$ cat src/riscvPkg.sv
`default_nettype none

package riscvPkg;

    // --------------------
    // Opcodes
    localparam logic [6:0] opLoad   = 7'd3;
    localparam logic [6:0] opStore  = 7'd35;
    localparam logic [6:0] opRType  = 7'd51;
    localparam logic [6:0] opIType  = 7'd19;
    localparam logic [6:0] opBranch = 7'd99;
    localparam logic [6:0] opJal    = 7'd111;

    // --------------------
    // Datapath select codes
    localparam logic [2:0] aluAdd = 3'b000;
    localparam logic [2:0] aluSub = 3'b001;
    localparam logic [2:0] aluAnd = 3'b010;
    localparam logic [2:0] aluOr  = 3'b011;
    localparam logic [2:0] aluSlt = 3'b101;

    localparam logic [1:0] immI = 2'd0;
    localparam logic [1:0] immS = 2'd1;
    localparam logic [1:0] immB = 2'd2;
    localparam logic [1:0] immJ = 2'd3;

    localparam logic [1:0] resAlu = 2'd0;
    localparam logic [1:0] resMem = 2'd1;
    localparam logic [1:0] resPc4 = 2'd2;

    // --------------------
    // Instruction word, one view per encoding format
    typedef union packed {
        struct packed {
            logic [6:0] funct7;
            logic [4:0] rs2;
            logic [4:0] rs1;
            logic [2:0] funct3;
            logic [4:0] rd;
            logic [6:0] opcode;
        } rFmt;
        struct packed {
            logic [11:0] imm;
            logic [4:0]  rs1;
            logic [2:0]  funct3;
            logic [4:0]  rd;
            logic [6:0]  opcode;
        } iFmt;
        struct packed {
            logic [6:0] immHi;
            logic [4:0] rs2;
            logic [4:0] rs1;
            logic [2:0] funct3;
            logic [4:0] immLo;
            logic [6:0] opcode;
        } sFmt;
        struct packed {
            logic       imm12;
            logic [5:0] imm10to5;
            logic [4:0] rs2;
            logic [4:0] rs1;
            logic [2:0] funct3;
            logic [3:0] imm4to1;
            logic       imm11;
            logic [6:0] opcode;
        } bFmt;
        struct packed {
            logic       imm20;
            logic [9:0] imm10to1;
            logic       imm11;
            logic [7:0] imm19to12;
            logic [4:0] rd;
            logic [6:0] opcode;
        } jFmt;
    } instrT;

endpackage

`default_nettype wire

$ cat src/mainDeco.sv
`timescale 1ns/1ps
`default_nettype none

module mainDeco (
    input  wire logic [6:0] op,
    output logic            branch,
    output logic            jump,
    output logic [1:0]      resSrc,
    output logic            memWrite,
    output logic            aluSrc,
    output logic [1:0]      immSrc,
    output logic            regWrite,
    output logic [1:0]      aluOp
);

    import riscvPkg::*;

    always_comb
    begin
        branch   = 1'b0; // All inactive unless decoded.
        jump     = 1'b0;
        resSrc   = resAlu;
        memWrite = 1'b0;
        aluSrc   = 1'b0;
        immSrc   = immI;
        regWrite = 1'b0;
        aluOp    = 2'b00;
        case (op)
            opLoad:
            begin
                resSrc   = resMem;
                aluSrc   = 1'b1;
                immSrc   = immI;
                regWrite = 1'b1;
            end
            opStore:
            begin
                memWrite = 1'b1;
                aluSrc   = 1'b1;
                immSrc   = immS;
            end
            opRType:
            begin
                regWrite = 1'b1;
                aluOp    = 2'b10;
            end
            opIType:
            begin
                aluSrc   = 1'b1;
                immSrc   = immI;
                regWrite = 1'b1;
                aluOp    = 2'b10;
            end
            opBranch:
            begin
                branch = 1'b1;
                immSrc = immB;
                aluOp  = 2'b01; // Compare by subtraction.
            end
            opJal:
            begin
                jump     = 1'b1;
                resSrc   = resPc4; // Link value.
                immSrc   = immJ;
                regWrite = 1'b1;
            end
            default:
            begin
            end
        endcase
    end

endmodule

`default_nettype wire

$ cat src/aluDeco.sv
`timescale 1ns/1ps
`default_nettype none

module aluDeco (
    input  wire logic [1:0] aluOp,
    input  wire logic [2:0] funct3,
    input  wire logic       funct7b5,
    input  wire logic       opb5,
    output logic [2:0]      aluControl
);

    import riscvPkg::*;

    logic rTypeSub;

    assign rTypeSub = funct7b5 & opb5; // Only register form has sub.

    always_comb
    begin
        case (aluOp)
            2'b00: aluControl = aluAdd; // Address calculation.
            2'b01: aluControl = aluSub; // Branch compare.
            2'b10:
            begin
                case (funct3)
                    3'b000:  aluControl = rTypeSub ? aluSub : aluAdd;
                    3'b010:  aluControl = aluSlt;
                    3'b110:  aluControl = aluOr;
                    3'b111:  aluControl = aluAnd;
                    default: aluControl = aluAdd;
                endcase
            end
            default: aluControl = aluAdd;
        endcase
    end

    always_comb
    begin
        assert (aluOp != 2'b11)
            else $error("aluDeco: undefined aluOp 3");
    end

endmodule

`default_nettype wire

$ cat src/regFile.sv
`timescale 1ns/1ps
`default_nettype none

module regFile (
    input  wire logic        clk,
    input  wire logic        we,
    input  wire logic [4:0]  ra1,
    input  wire logic [4:0]  ra2,
    input  wire logic [4:0]  wa,
    input  wire logic [31:0] wd,
    output logic [31:0]      rd1,
    output logic [31:0]      rd2
);

    logic [31:0] regs [1:31]; // x0 has no storage.

    always_ff @(posedge clk)
    begin
        if (we && (wa != 5'd0))
        begin
            regs[wa] <= wd;
        end
    end

    always_comb
    begin
        rd1 = 32'd0;
        rd2 = 32'd0;
        if (ra1 != 5'd0)
        begin
            rd1 = regs[ra1];
        end
        if (ra2 != 5'd0)
        begin
            rd2 = regs[ra2];
        end
    end

endmodule

`default_nettype wire

$ cat src/dataPath.sv
`timescale 1ns/1ps
`default_nettype none

module dataPath #(
    parameter logic [31:0] resetPc = 32'h0000_0000
) (
    input  wire logic          clk,
    input  wire logic          arstN,
    input  wire riscvPkg::instrT instr,
    input  wire logic          pcSrc,
    input  wire logic [1:0]    resSrc,
    input  wire logic          aluSrc,
    input  wire logic [1:0]    immSrc,
    input  wire logic [2:0]    aluControl,
    input  wire logic          regWrite,
    input  wire logic [31:0]   readData,
    output logic [31:0]        pc,
    output logic [31:0]        aluResult,
    output logic [31:0]        writeData,
    output logic               zero
);

    import riscvPkg::*;

    logic [31:0] pcNext;
    logic [31:0] pcPlus4;
    logic [31:0] pcTarget;
    logic [31:0] immExt;
    logic [31:0] srcA;
    logic [31:0] srcB;
    logic [31:0] result;

    // --------------------
    // Program counter
    always_ff @(posedge clk or negedge arstN)
    begin
        if (!arstN)
        begin
            pc <= resetPc;
        end
        else
        begin
            pc <= pcNext;
        end
    end

    assign pcPlus4  = pc + 32'd4;
    assign pcTarget = pc + immExt; // Branch and jal target.
    assign pcNext   = pcSrc ? pcTarget : pcPlus4;

    always_comb
    begin
        case (immSrc)
            immI: immExt = {{20{instr.iFmt.imm[11]}}, instr.iFmt.imm};
            immS: immExt = {{20{instr.sFmt.immHi[6]}}, instr.sFmt.immHi, instr.sFmt.immLo};
            immB: immExt = {{20{instr.bFmt.imm12}}, instr.bFmt.imm11, instr.bFmt.imm10to5,
                            instr.bFmt.imm4to1, 1'b0};
            default: immExt = {{12{instr.jFmt.imm20}}, instr.jFmt.imm19to12,
                               instr.jFmt.imm11, instr.jFmt.imm10to1, 1'b0};
        endcase
    end

    regFile regs (
        .clk (clk),
        .we  (regWrite),
        .ra1 (instr.rFmt.rs1),
        .ra2 (instr.rFmt.rs2),
        .wa  (instr.rFmt.rd),
        .wd  (result),
        .rd1 (srcA),
        .rd2 (writeData)
    );

    // --------------------
    // ALU and write-back
    assign srcB = aluSrc ? immExt : writeData;

    always_comb
    begin
        case (aluControl)
            aluAdd:  aluResult = srcA + srcB;
            aluSub:  aluResult = srcA - srcB;
            aluAnd:  aluResult = srcA & srcB;
            aluOr:   aluResult = srcA | srcB;
            aluSlt:  aluResult = {31'd0, $signed(srcA) < $signed(srcB)};
            default: aluResult = 32'd0;
        endcase
    end

    assign zero = (aluResult == 32'd0);

    always_comb
    begin
        case (resSrc)
            resMem:  result = readData;
            resPc4:  result = pcPlus4;
            default: result = aluResult;
        endcase
    end

    pcAligned: assert property (@(posedge clk) disable iff (!arstN) pc[1:0] == 2'b00)
        else $error("dataPath: pc %h not word aligned", pc);

endmodule

`default_nettype wire

$ cat src/riscvSingle.sv
`timescale 1ns/1ps
`default_nettype none

module riscvSingle #(
    parameter logic [31:0] resetPc = 32'h0000_0000
) (
    input  wire logic        clk,
    input  wire logic        arstN,
    output logic [31:0]      pc,
    input  wire logic [31:0] instr,
    output logic [31:0]      memAddr,
    output logic [31:0]      memWriteData,
    output logic             memWrite,
    input  wire logic [31:0] memReadData
);

    import riscvPkg::*;

    instrT       instrWord;
    logic        branch;
    logic        jump;
    logic        zero;
    logic        pcSrc;
    logic        aluSrc;
    logic        regWrite;
    logic [1:0]  resSrc;
    logic [1:0]  immSrc;
    logic [1:0]  aluOp;
    logic [2:0]  aluControl;

    assign instrWord = instrT'(instr);

    mainDeco mDeco (
        .op       (instrWord.rFmt.opcode),
        .branch   (branch),
        .jump     (jump),
        .resSrc   (resSrc),
        .memWrite (memWrite),
        .aluSrc   (aluSrc),
        .immSrc   (immSrc),
        .regWrite (regWrite),
        .aluOp    (aluOp)
    );

    aluDeco aDeco (
        .aluOp      (aluOp),
        .funct3     (instrWord.rFmt.funct3),
        .funct7b5   (instrWord.rFmt.funct7[5]),
        .opb5       (instrWord.rFmt.opcode[5]),
        .aluControl (aluControl)
    );

    assign pcSrc = jump | (branch & zero); // Taken beq or jal.

    dataPath #(
        .resetPc (resetPc)
    ) dPath (
        .clk        (clk),
        .arstN      (arstN),
        .instr      (instrWord),
        .pcSrc      (pcSrc),
        .resSrc     (resSrc),
        .aluSrc     (aluSrc),
        .immSrc     (immSrc),
        .aluControl (aluControl),
        .regWrite   (regWrite),
        .readData   (memReadData),
        .pc         (pc),
        .aluResult  (memAddr),
        .writeData  (memWriteData),
        .zero       (zero)
    );

endmodule

`default_nettype wire

$ cat config.mk
export PLATFORM = sky130hd
export DESIGN_NAME = riscvSingle
export DESIGN_NICKNAME = d
export VERILOG_FILES = /design/src/riscvPkg.sv /design/src/mainDeco.sv /design/src/aluDeco.sv /design/src/regFile.sv /design/src/dataPath.sv /design/src/riscvSingle.sv
export SDC_FILE = /design/constraint.sdc
export NUM_CORES = 2
export LEC_CHECK = 0
export ABC_CLOCK_PERIOD_IN_PS = 7500
export BUFFER_PORTS_ARGS = -buffer_cell sky130_fd_sc_hd__buf_2
export CAP_MARGIN = 25
export CELL_PAD_IN_SITES_DETAIL_PLACEMENT = 0
export CELL_PAD_IN_SITES_GLOBAL_PLACEMENT = 1
export CORE_ASPECT_RATIO = 1.1
export CORE_MARGIN = 1
export CORE_UTILIZATION = 41
export CTS_CLUSTER_SIZE = 25
export DETAILED_ROUTE_END_ITERATION = 7
export GPL_TIMING_DRIVEN = 0
export PLACE_DENSITY = 0.67
export SYNTH_ARGS = -nofsm -noshare
export SYNTH_HDL_FRONTEND = slang
export SYNTH_SLANG_ARGS = --single-unit
$ cat constraint.sdc
create_clock -name clk -period 7.5 [get_ports clk]
set_input_delay 0.375 -clock clk [delete_from_list [all_inputs] [get_ports clk]]
set_output_delay 0.375 -clock clk [all_outputs]
set_load 0.05 [all_outputs]
==> Yosys cells after proc, flatten, opt, wreduce, memory -nomap -nowiden <==
Memory sizes are Yosys's and may differ from the RTL's.
Index checks and enable logic that the tools add are counted.
{ "totals": {"mem_count": 1, "mem_bits_rw": 992, "word_cells": 62, "register_bits": 32} }
{ "op_classes": {"n_lt_le_gt_ge": 1, "n_mux": 20, "n_eq_ne": 19, "bitwise_logic": 5, "n_reduce_logical": 11, "add_sub_neg": 4} }
{ "memory_table": {"columns": ["name", "depth", "word_bits", "read_ports", "rd_ports_with_merged_regs", "wr", "line_no", "source"], "rows": [
  ["dPath.regs.regs", 31, 32, 2, 0, 1, "regFile.sv:15", "logic [31:0] regs [1:31];"]
]} }
{ "ops": {"columns": ["op", "count"], "rows": [
  ["$pmux 32 s5", 1],
  ["$mux 32", 4],
  ["$add 32x32->32", 2],
  ["$pmux 32 s2", 1],
  ["$pmux 20 s3", 1],
  ["$add 32x3->32 const B", 1],
  ["$and 32x32->32", 1],
  ["$logic_not 32->1", 1],
  ["$lt 32x32->1", 1],
  ["$or 32x32->32", 1],
  ["$sub 32x32->32", 1],
  ["$reduce_bool 5->1", 3],
  ["$eq 7x6->1 const B", 2],
  ["$eq 7x7->1 const B", 2],
  ["$pmux 3 s4", 1],
  ["$eq 3x2->1 const B", 3],
  ["$eq 3x3->1 const B", 3],
  ["$mux 1", 8],
  ["$pmux 2 s2", 2],
  ["$eq 7x2->1 const B", 1],
  ["$eq 7x5->1 const B", 1],
  ["$eq 2x1->1 const B", 3],
  ["$eq 2x2->1 const B", 3],
  ["$logic_not 3->1", 2],
  ["10 further kinds", 11]
]} }

==> Depth between registers and ports, before layout <==
{ "logic_depth": {"depth_word": 11, "depth_mapped": 30} }

==> Cells and area by module <==
Synthesis repeated with hierarchy kept, for this count alone.
{ "unflattened": {"hier_cells": 3982, "hier_area_um2": 56025.0} }
{ "modules_own_cells": {"columns": ["module", "instances", "area_each_um2", "cells_per_inst"], "rows": [
  ["regFile", 1, 46498.3, 2601],
  ["dataPath", 1, 9291.4, 1348],
  ["mainDeco", 1, 131.4, 21],
  ["aluDeco", 1, 96.3, 11],
  ["riscvSingle", 1, 7.5, 1]
]} }

==> Least setup slack after synthesis <==
OpenSTA, ideal clock, no wires.
{ "synth_timing": {"path_type": "in2reg", "startpoint": "in instr[20]", "endpoint": "mem dPath.regs.regs[10][29] (data pin)", "setup_time_ps": 346, "path_stages": 21, "path_slack_ps": -328, "required_time_ps": 7154, "arrival_ps": 7482, "path_cell_list": "clkbuf_1 clkbuf_1 buf_1 clkbuf_1 buf_2 nor4_1 clkbuf_1 nor2_1 mux2i_1 ha_1 o21ba_2 a2111o_1 a21o_1 a21oi_1 o211ai_1 o311ai_0 o21ai_0 xnor2_1 o221ai_1 nor2_1 nor2_1"} }
{ "synth_between": {"elab_chain_cells": 6, "word_cells_on_any_way": 11, "classes_between": "add/sub (2); mux (5); bitwise (2); reduce/logical (1); memory (1)"} }
{ "synth_rtl": {"columns": ["item", "line_no", "source"], "rows": [
  ["start: declaration", "riscvSingle.sv:10", "input wire logic [31:0] instr,"],
  ["$mem_v2 31x32 or $reduce_bool 5->1 (tied branches)", null, null],
  ["$mux 32 (*)", "regFile.sv:33", "if (ra2 != 5'd0)"],
  ["named net memWriteData[1]", "riscvSingle.sv:12", "output logic [31:0] memWriteData,"],
  ["$mux 32 (*)", "dataPath.sv:76", "assign srcB = aluSrc ? immExt : writeData;"],
  ["$sub 32x32->32 or $add 32x32->32 (tied branches)", "dataPath.sv:82, dataPath.sv:81", null],
  ["$pmux 32 s5 (*)", "dataPath.sv:80", "case (aluControl)"],
  ["named net memAddr[29]", "riscvSingle.sv:11", "output logic [31:0] memAddr,"],
  ["$pmux 32 s2 (*)", "dataPath.sv:94", "case (resSrc)"],
  ["named net dPath.regs.wd[29]", "regFile.sv:10", "input wire logic [31:0] wd,"],
  ["end: declaration", "regFile.sv:15", null]
]} }
Mark *: on every way through the listed nets, which the timed path passes. The rest lies on a longest branch.

==> Worst setup path in the final report <==
{ "layout_timing": {"startpoint": "in instr[21]", "endpoint": "out memAddr[31]"} }
{ "layout_between": {"elab_chain_cells": 5, "word_cells_on_any_way": 10, "classes_between": "add/sub (2); mux (4); bitwise (2); reduce/logical (1); memory (1)"} }
{ "layout_rtl": {"columns": ["item", "line_no", "source"], "rows": [
  ["$mem_v2 31x32 or $reduce_bool 5->1 (tied branches)", null, null],
  ["$mux 32", "regFile.sv:33", null],
  ["$mux 32 (*)", "dataPath.sv:76", null],
  ["$sub 32x32->32 (tied with other cells)", "dataPath.sv:82", "aluSub: aluResult = srcA - srcB;"],
  ["$pmux 32 s5 (*)", "dataPath.sv:80", null],
  ["end: declaration", "riscvSingle.sv:11", null]
]} }
Every way passes the cells marked *; elsewhere a longest branch is shown, timed or not.

==> results by group <==
Power
  • Clock power share: 0.305
  • Flop pwr share: 0.406
  • VDD IR-drop max: around 0.24 mV
  • Switching pwr: around 6 mW
  • Total power: 17.7 mW
  • PD cells: between 200 and 300 nW/um^2
  • Switching share of power: 0.343
  • P_int: around 12 mW
  • Leak: 22.4 nW
  • Combinational power share: 0.289

Synthesis
  • Avg Inst Size Synth: 15.2 sq um
  • Syn_nets: a little under 4000
  • Largest cells by area after synthesis: edfxtp_1 (54%), mux4_2 (19%), mux2i_1 (3.5%)
  • Number of synthesized register bits: 1024
  • Async SR Flop Fraction: 0.0313
  • Share of the synthesized area in the top cell type: 0.540
  • Synth Flop Type: edfxtp_1
  • Synth area leader: edfxtp_1
  • Sequential area share after synthesis: 0.554
  • Most common cell in the netlist: edfxtp_1
  • Post-Syn Instances: 3636
  • Library cells used by synthesis: 77
  • Synth cell count leaders: edfxtp_1 (992), mux4_2 (469), nor2_1 (266)
  • Synth Cell Area: approximately 55000 sq um
  • Post-synth EDFFs: 992
  • Yosys warns: 0

Timing
  • Worst rel slew slack: 0.187
  • Skew final: 0.0407 ns
  • Highest clock rate: 133 MHz
  • Final worst path period share: 1.00
  • Worst hold margin: 0.263 ns
  • Number of setup violations in the final report: 1
  • Final period demand of the worst path: roughly 7.5 ns
  • Setup TNS: -0.0133 ns
  • Final Hold Viols: 0
  • Worst-Margin Slew: between 1 and 1.5 ns
  • Final Max Slew Viols: 0
  • Final worst setup slack: -0.0133 ns

Status
  • Status: complete, but fails checks
  • Failing checks: negative setup slack

Cells and area
  • Filler cells: 11200
  • Fin nets: 4261
  • Multi-input logic area: 23900 sq um
  • Fin util: 0.491
  • Share of post-route cells with drive strength above 1: 0.300
  • Finished Layout Cells: 5922
  • Design area: 65300 sq um
  • Register Area: 30600 sq um
  • P&R area growth vs syn: 18.2%

Placed design
  • Dpl cells: 5710
  • PortBufs: 154
  • Detailed Place HPWL: 174000 um
  • GPL Wtd Cong: around 0.96
  • Placement Cell Area: 61200 sq um
  • Placement Setup Slack: -2.44 ns

Worst hold path
  • Sink of the worst hold path: dPath.regs.regs[2][1]$_DFFE_PP_
  • Hold path startpoint: memReadData[1]
  • Hold depth: 3
  • Worst Hold Class: primary input to register

Setup path
  • Cell depth of the worst flop-to-flop path: 21
  • RR Endpoint: dPath.pc[31]$_DFF_PN0_
  • CP Cell Sequence: buf_2, clkbuf_2, clkbuf_1, clkbuf_2, a21oi_1, mux4_2, mux2i_1, nor2_1, a21oi_1, ha_1, clkbuf_1, inv_1, nand2_1, nor3_1, nand2_1, a211oi_1, nor2_1, o21a_1, o31ai_2, nand2_1, buf_2
  • Setup CP Type: primary input to primary output
  • Slowest cell on crit path: clkbuf_2
  • R2R Path Start: dPath.regs.regs[22][0]$_DFFE_PP_
  • Startpoint Class: primary input
  • CP peak stage delay: 0.63 ns
  • Critical path required time: 7.12 ns
  • CP Capture Type: primary output
  • Arrival time worst endpoint: 7.14 ns
  • CP max FO: 10
  • Reg-to-reg slack, setup: ~0.50 ns
  • Worst Setup SP: instr[21]
  • Most frequent cell on the critical path: nand2_1

Drt
  • Starting DRT DRC Count: between 5000 and 6000
  • Via density per instance: 6.69
  • Iteration count of the initial detailed-routing pass: 6
  • Vias: between 30000 and 40000
  • Wire length per cell: slightly below 40 um
  • Total wire length: 231000 um
  • # DRC: 0
  • DRT antenna net count: 0

Clocking
  • CTS buffer count: approximately 110
  • Worst skew pair latency: around 0.75 ns
  • Clock sink count: 1024
  • CTS tree: done
  • Root Driver: clkbuf_16
  • CTS clk-pin slew, worst paths: approximately 0.050 ns
  • CTS HTree Levels: 3
  • Clk buf depth: 3

Floorplanning
  • Starting Density: 0.415
  • Die X: 352 um
  • # IOs: 163
  • Die area: ~140000 sq um
  • Core region area: between 100000 and 150000 sq um
  • Row Count: 140
  • Die height: 387 um

GRT
  • Overflow after GRT: 0
  • Initial antenna violation count: 13
  • Via count of the first global-routing pass: 38300
  • Largest net degree at the start of global routing: 33
  • First-pass GRT wire length: approximately 310000 um
  • Total track usage: 0.338

Run
  • Number of max-cap violations: 0
-- power groups by stage --
stage / clock network [mW] / logic (mW) / registers (mW)
after global placement: 0 / 4.44 / 7.40
after floorplan: 0 / 2.58 / 7.48
final: 5.41 / 5.12 / 7.21
after global routing: 5.63 / 5.30 / 7.21
after CTS: 5.43 / 4.94 / 7.21
after detailed placement: 0 / 4.87 / 7.33
-- worst max-delay path, delay by kind of cell --
family,cells,cell delay (ns)
AOI/OAI and AO/OA,5,1.80
adders and majority gates,1,0.31
buffers and inverters,7,2.41
muxes,2,1.11
and+or+nand+nor,6,1.10
-- cells in the final DEF, fill, tap and decap left out, types with 19 or more instances in the layout --
cell / Yosys / final
o21bai_1: 20 / 20
mux4_2: 469 / 469
o211ai_1: 20 / 20
nor2_1: 266 / 202
buf_12: 0 / 38
a21o_1: 52 / 52
xnor2_1: 48 / 48
buf_1: 64 / 32
o221ai_1: 46 / 41
buf_8: 0 / 90
xor2_1: 24 / 24
clkbuf_2: 0 / 41
nor2_2: 0 / 29
clkbuf_16: 0 / 109
nand3_1: 52 / 52
a221o_1: 30 / 30
a221oi_1: 55 / 52
o21ai_0: 116 / 112
nor2_4: 0 / 35
mux2i_1: 191 / 179
clkinv_1: 0 / 19
edfxtp_1: 992 / 992
nand2_1: 113 / 113
a21oi_1: 198 / 189
inv_1: 114 / 114
clkinv_2: 0 / 22
mux2_2: 73 / 73
dfrtp_1: 32 / 32
nor3_1: 36 / 34
ha_1: 137 / 137
o21a_1: 22 / 22
clkbuf_1: 175 / 154
and2_1: 25 / 22
buf_2: 15 / 189
-- logic make-up (layout without fill, tap and decap cells) --
group,Yosys count,count (layout),share of synthesized area
flip-flops,1024,1024,0.554
multiplexers,733,733,0.241
AO/OA/AOI/OAI,671,671,0.0829
AND/OR/NAND/NOR,625,625,0.0528
buffers and inverters,371,877,0.0258
adder cells (fa/ha/maj),140,140,0.0321
XOR/XNOR,72,72,0.0114
other,0,5,0
-- sequential cells by signal (all words and copies together) (netlist names) --
name	count
dPath.pc	32
dPath.regs.regs	992
-- cell type report --
class | count | area share
Antenna cell | 5 | 0.000192
Buffer | 254 | 0.0175
Clock buffer | 133 | 0.0432
Clock inverter | 64 | 0.0105
Inverter | 115 | 0.00661
Multi-Input combinational cell | 2241 | 0.366
Sequential cell | 1024 | 0.469
Tap cell | 1775 | 0.0340
Timing Repair Buffer | 311 | 0.0530
-- worst max-delay path by stage --
stage,cells after the start,to,slack [ns]
floorplan,23,dPath.pc[16]$_DFF_PN0_,0.02
global route,28,dPath.pc[27]$_DFF_PN0_,-0.02
global placement,21,dPath.regs.regs[24][30]$_DFFE_PP_,-5.97
CTS,20,memAddr[28],0.008
detailed placement,27,dPath.pc[22]$_DFF_PN0_,-2.44
finish,21,memAddr[31],-0.01
-- routing by layer --
metal  routed length (um)  global-route usage
met2               104000               0.516
met4                18100               0.221
met5                  122                   0
met1                81400               0.422
met3                27300              0.0900
-- timing repair --
action | 4_1_cts | 5_1_grt
setup buffers | 5 | 3
hold buffers | 1 | 0
gates resized for setup | 95 | 73
setup endpoints to repair | 643 | 92
pin swaps | 4 | 2
hold endpoints to repair | 32 | 0
(Power assumes the default switching activity.)
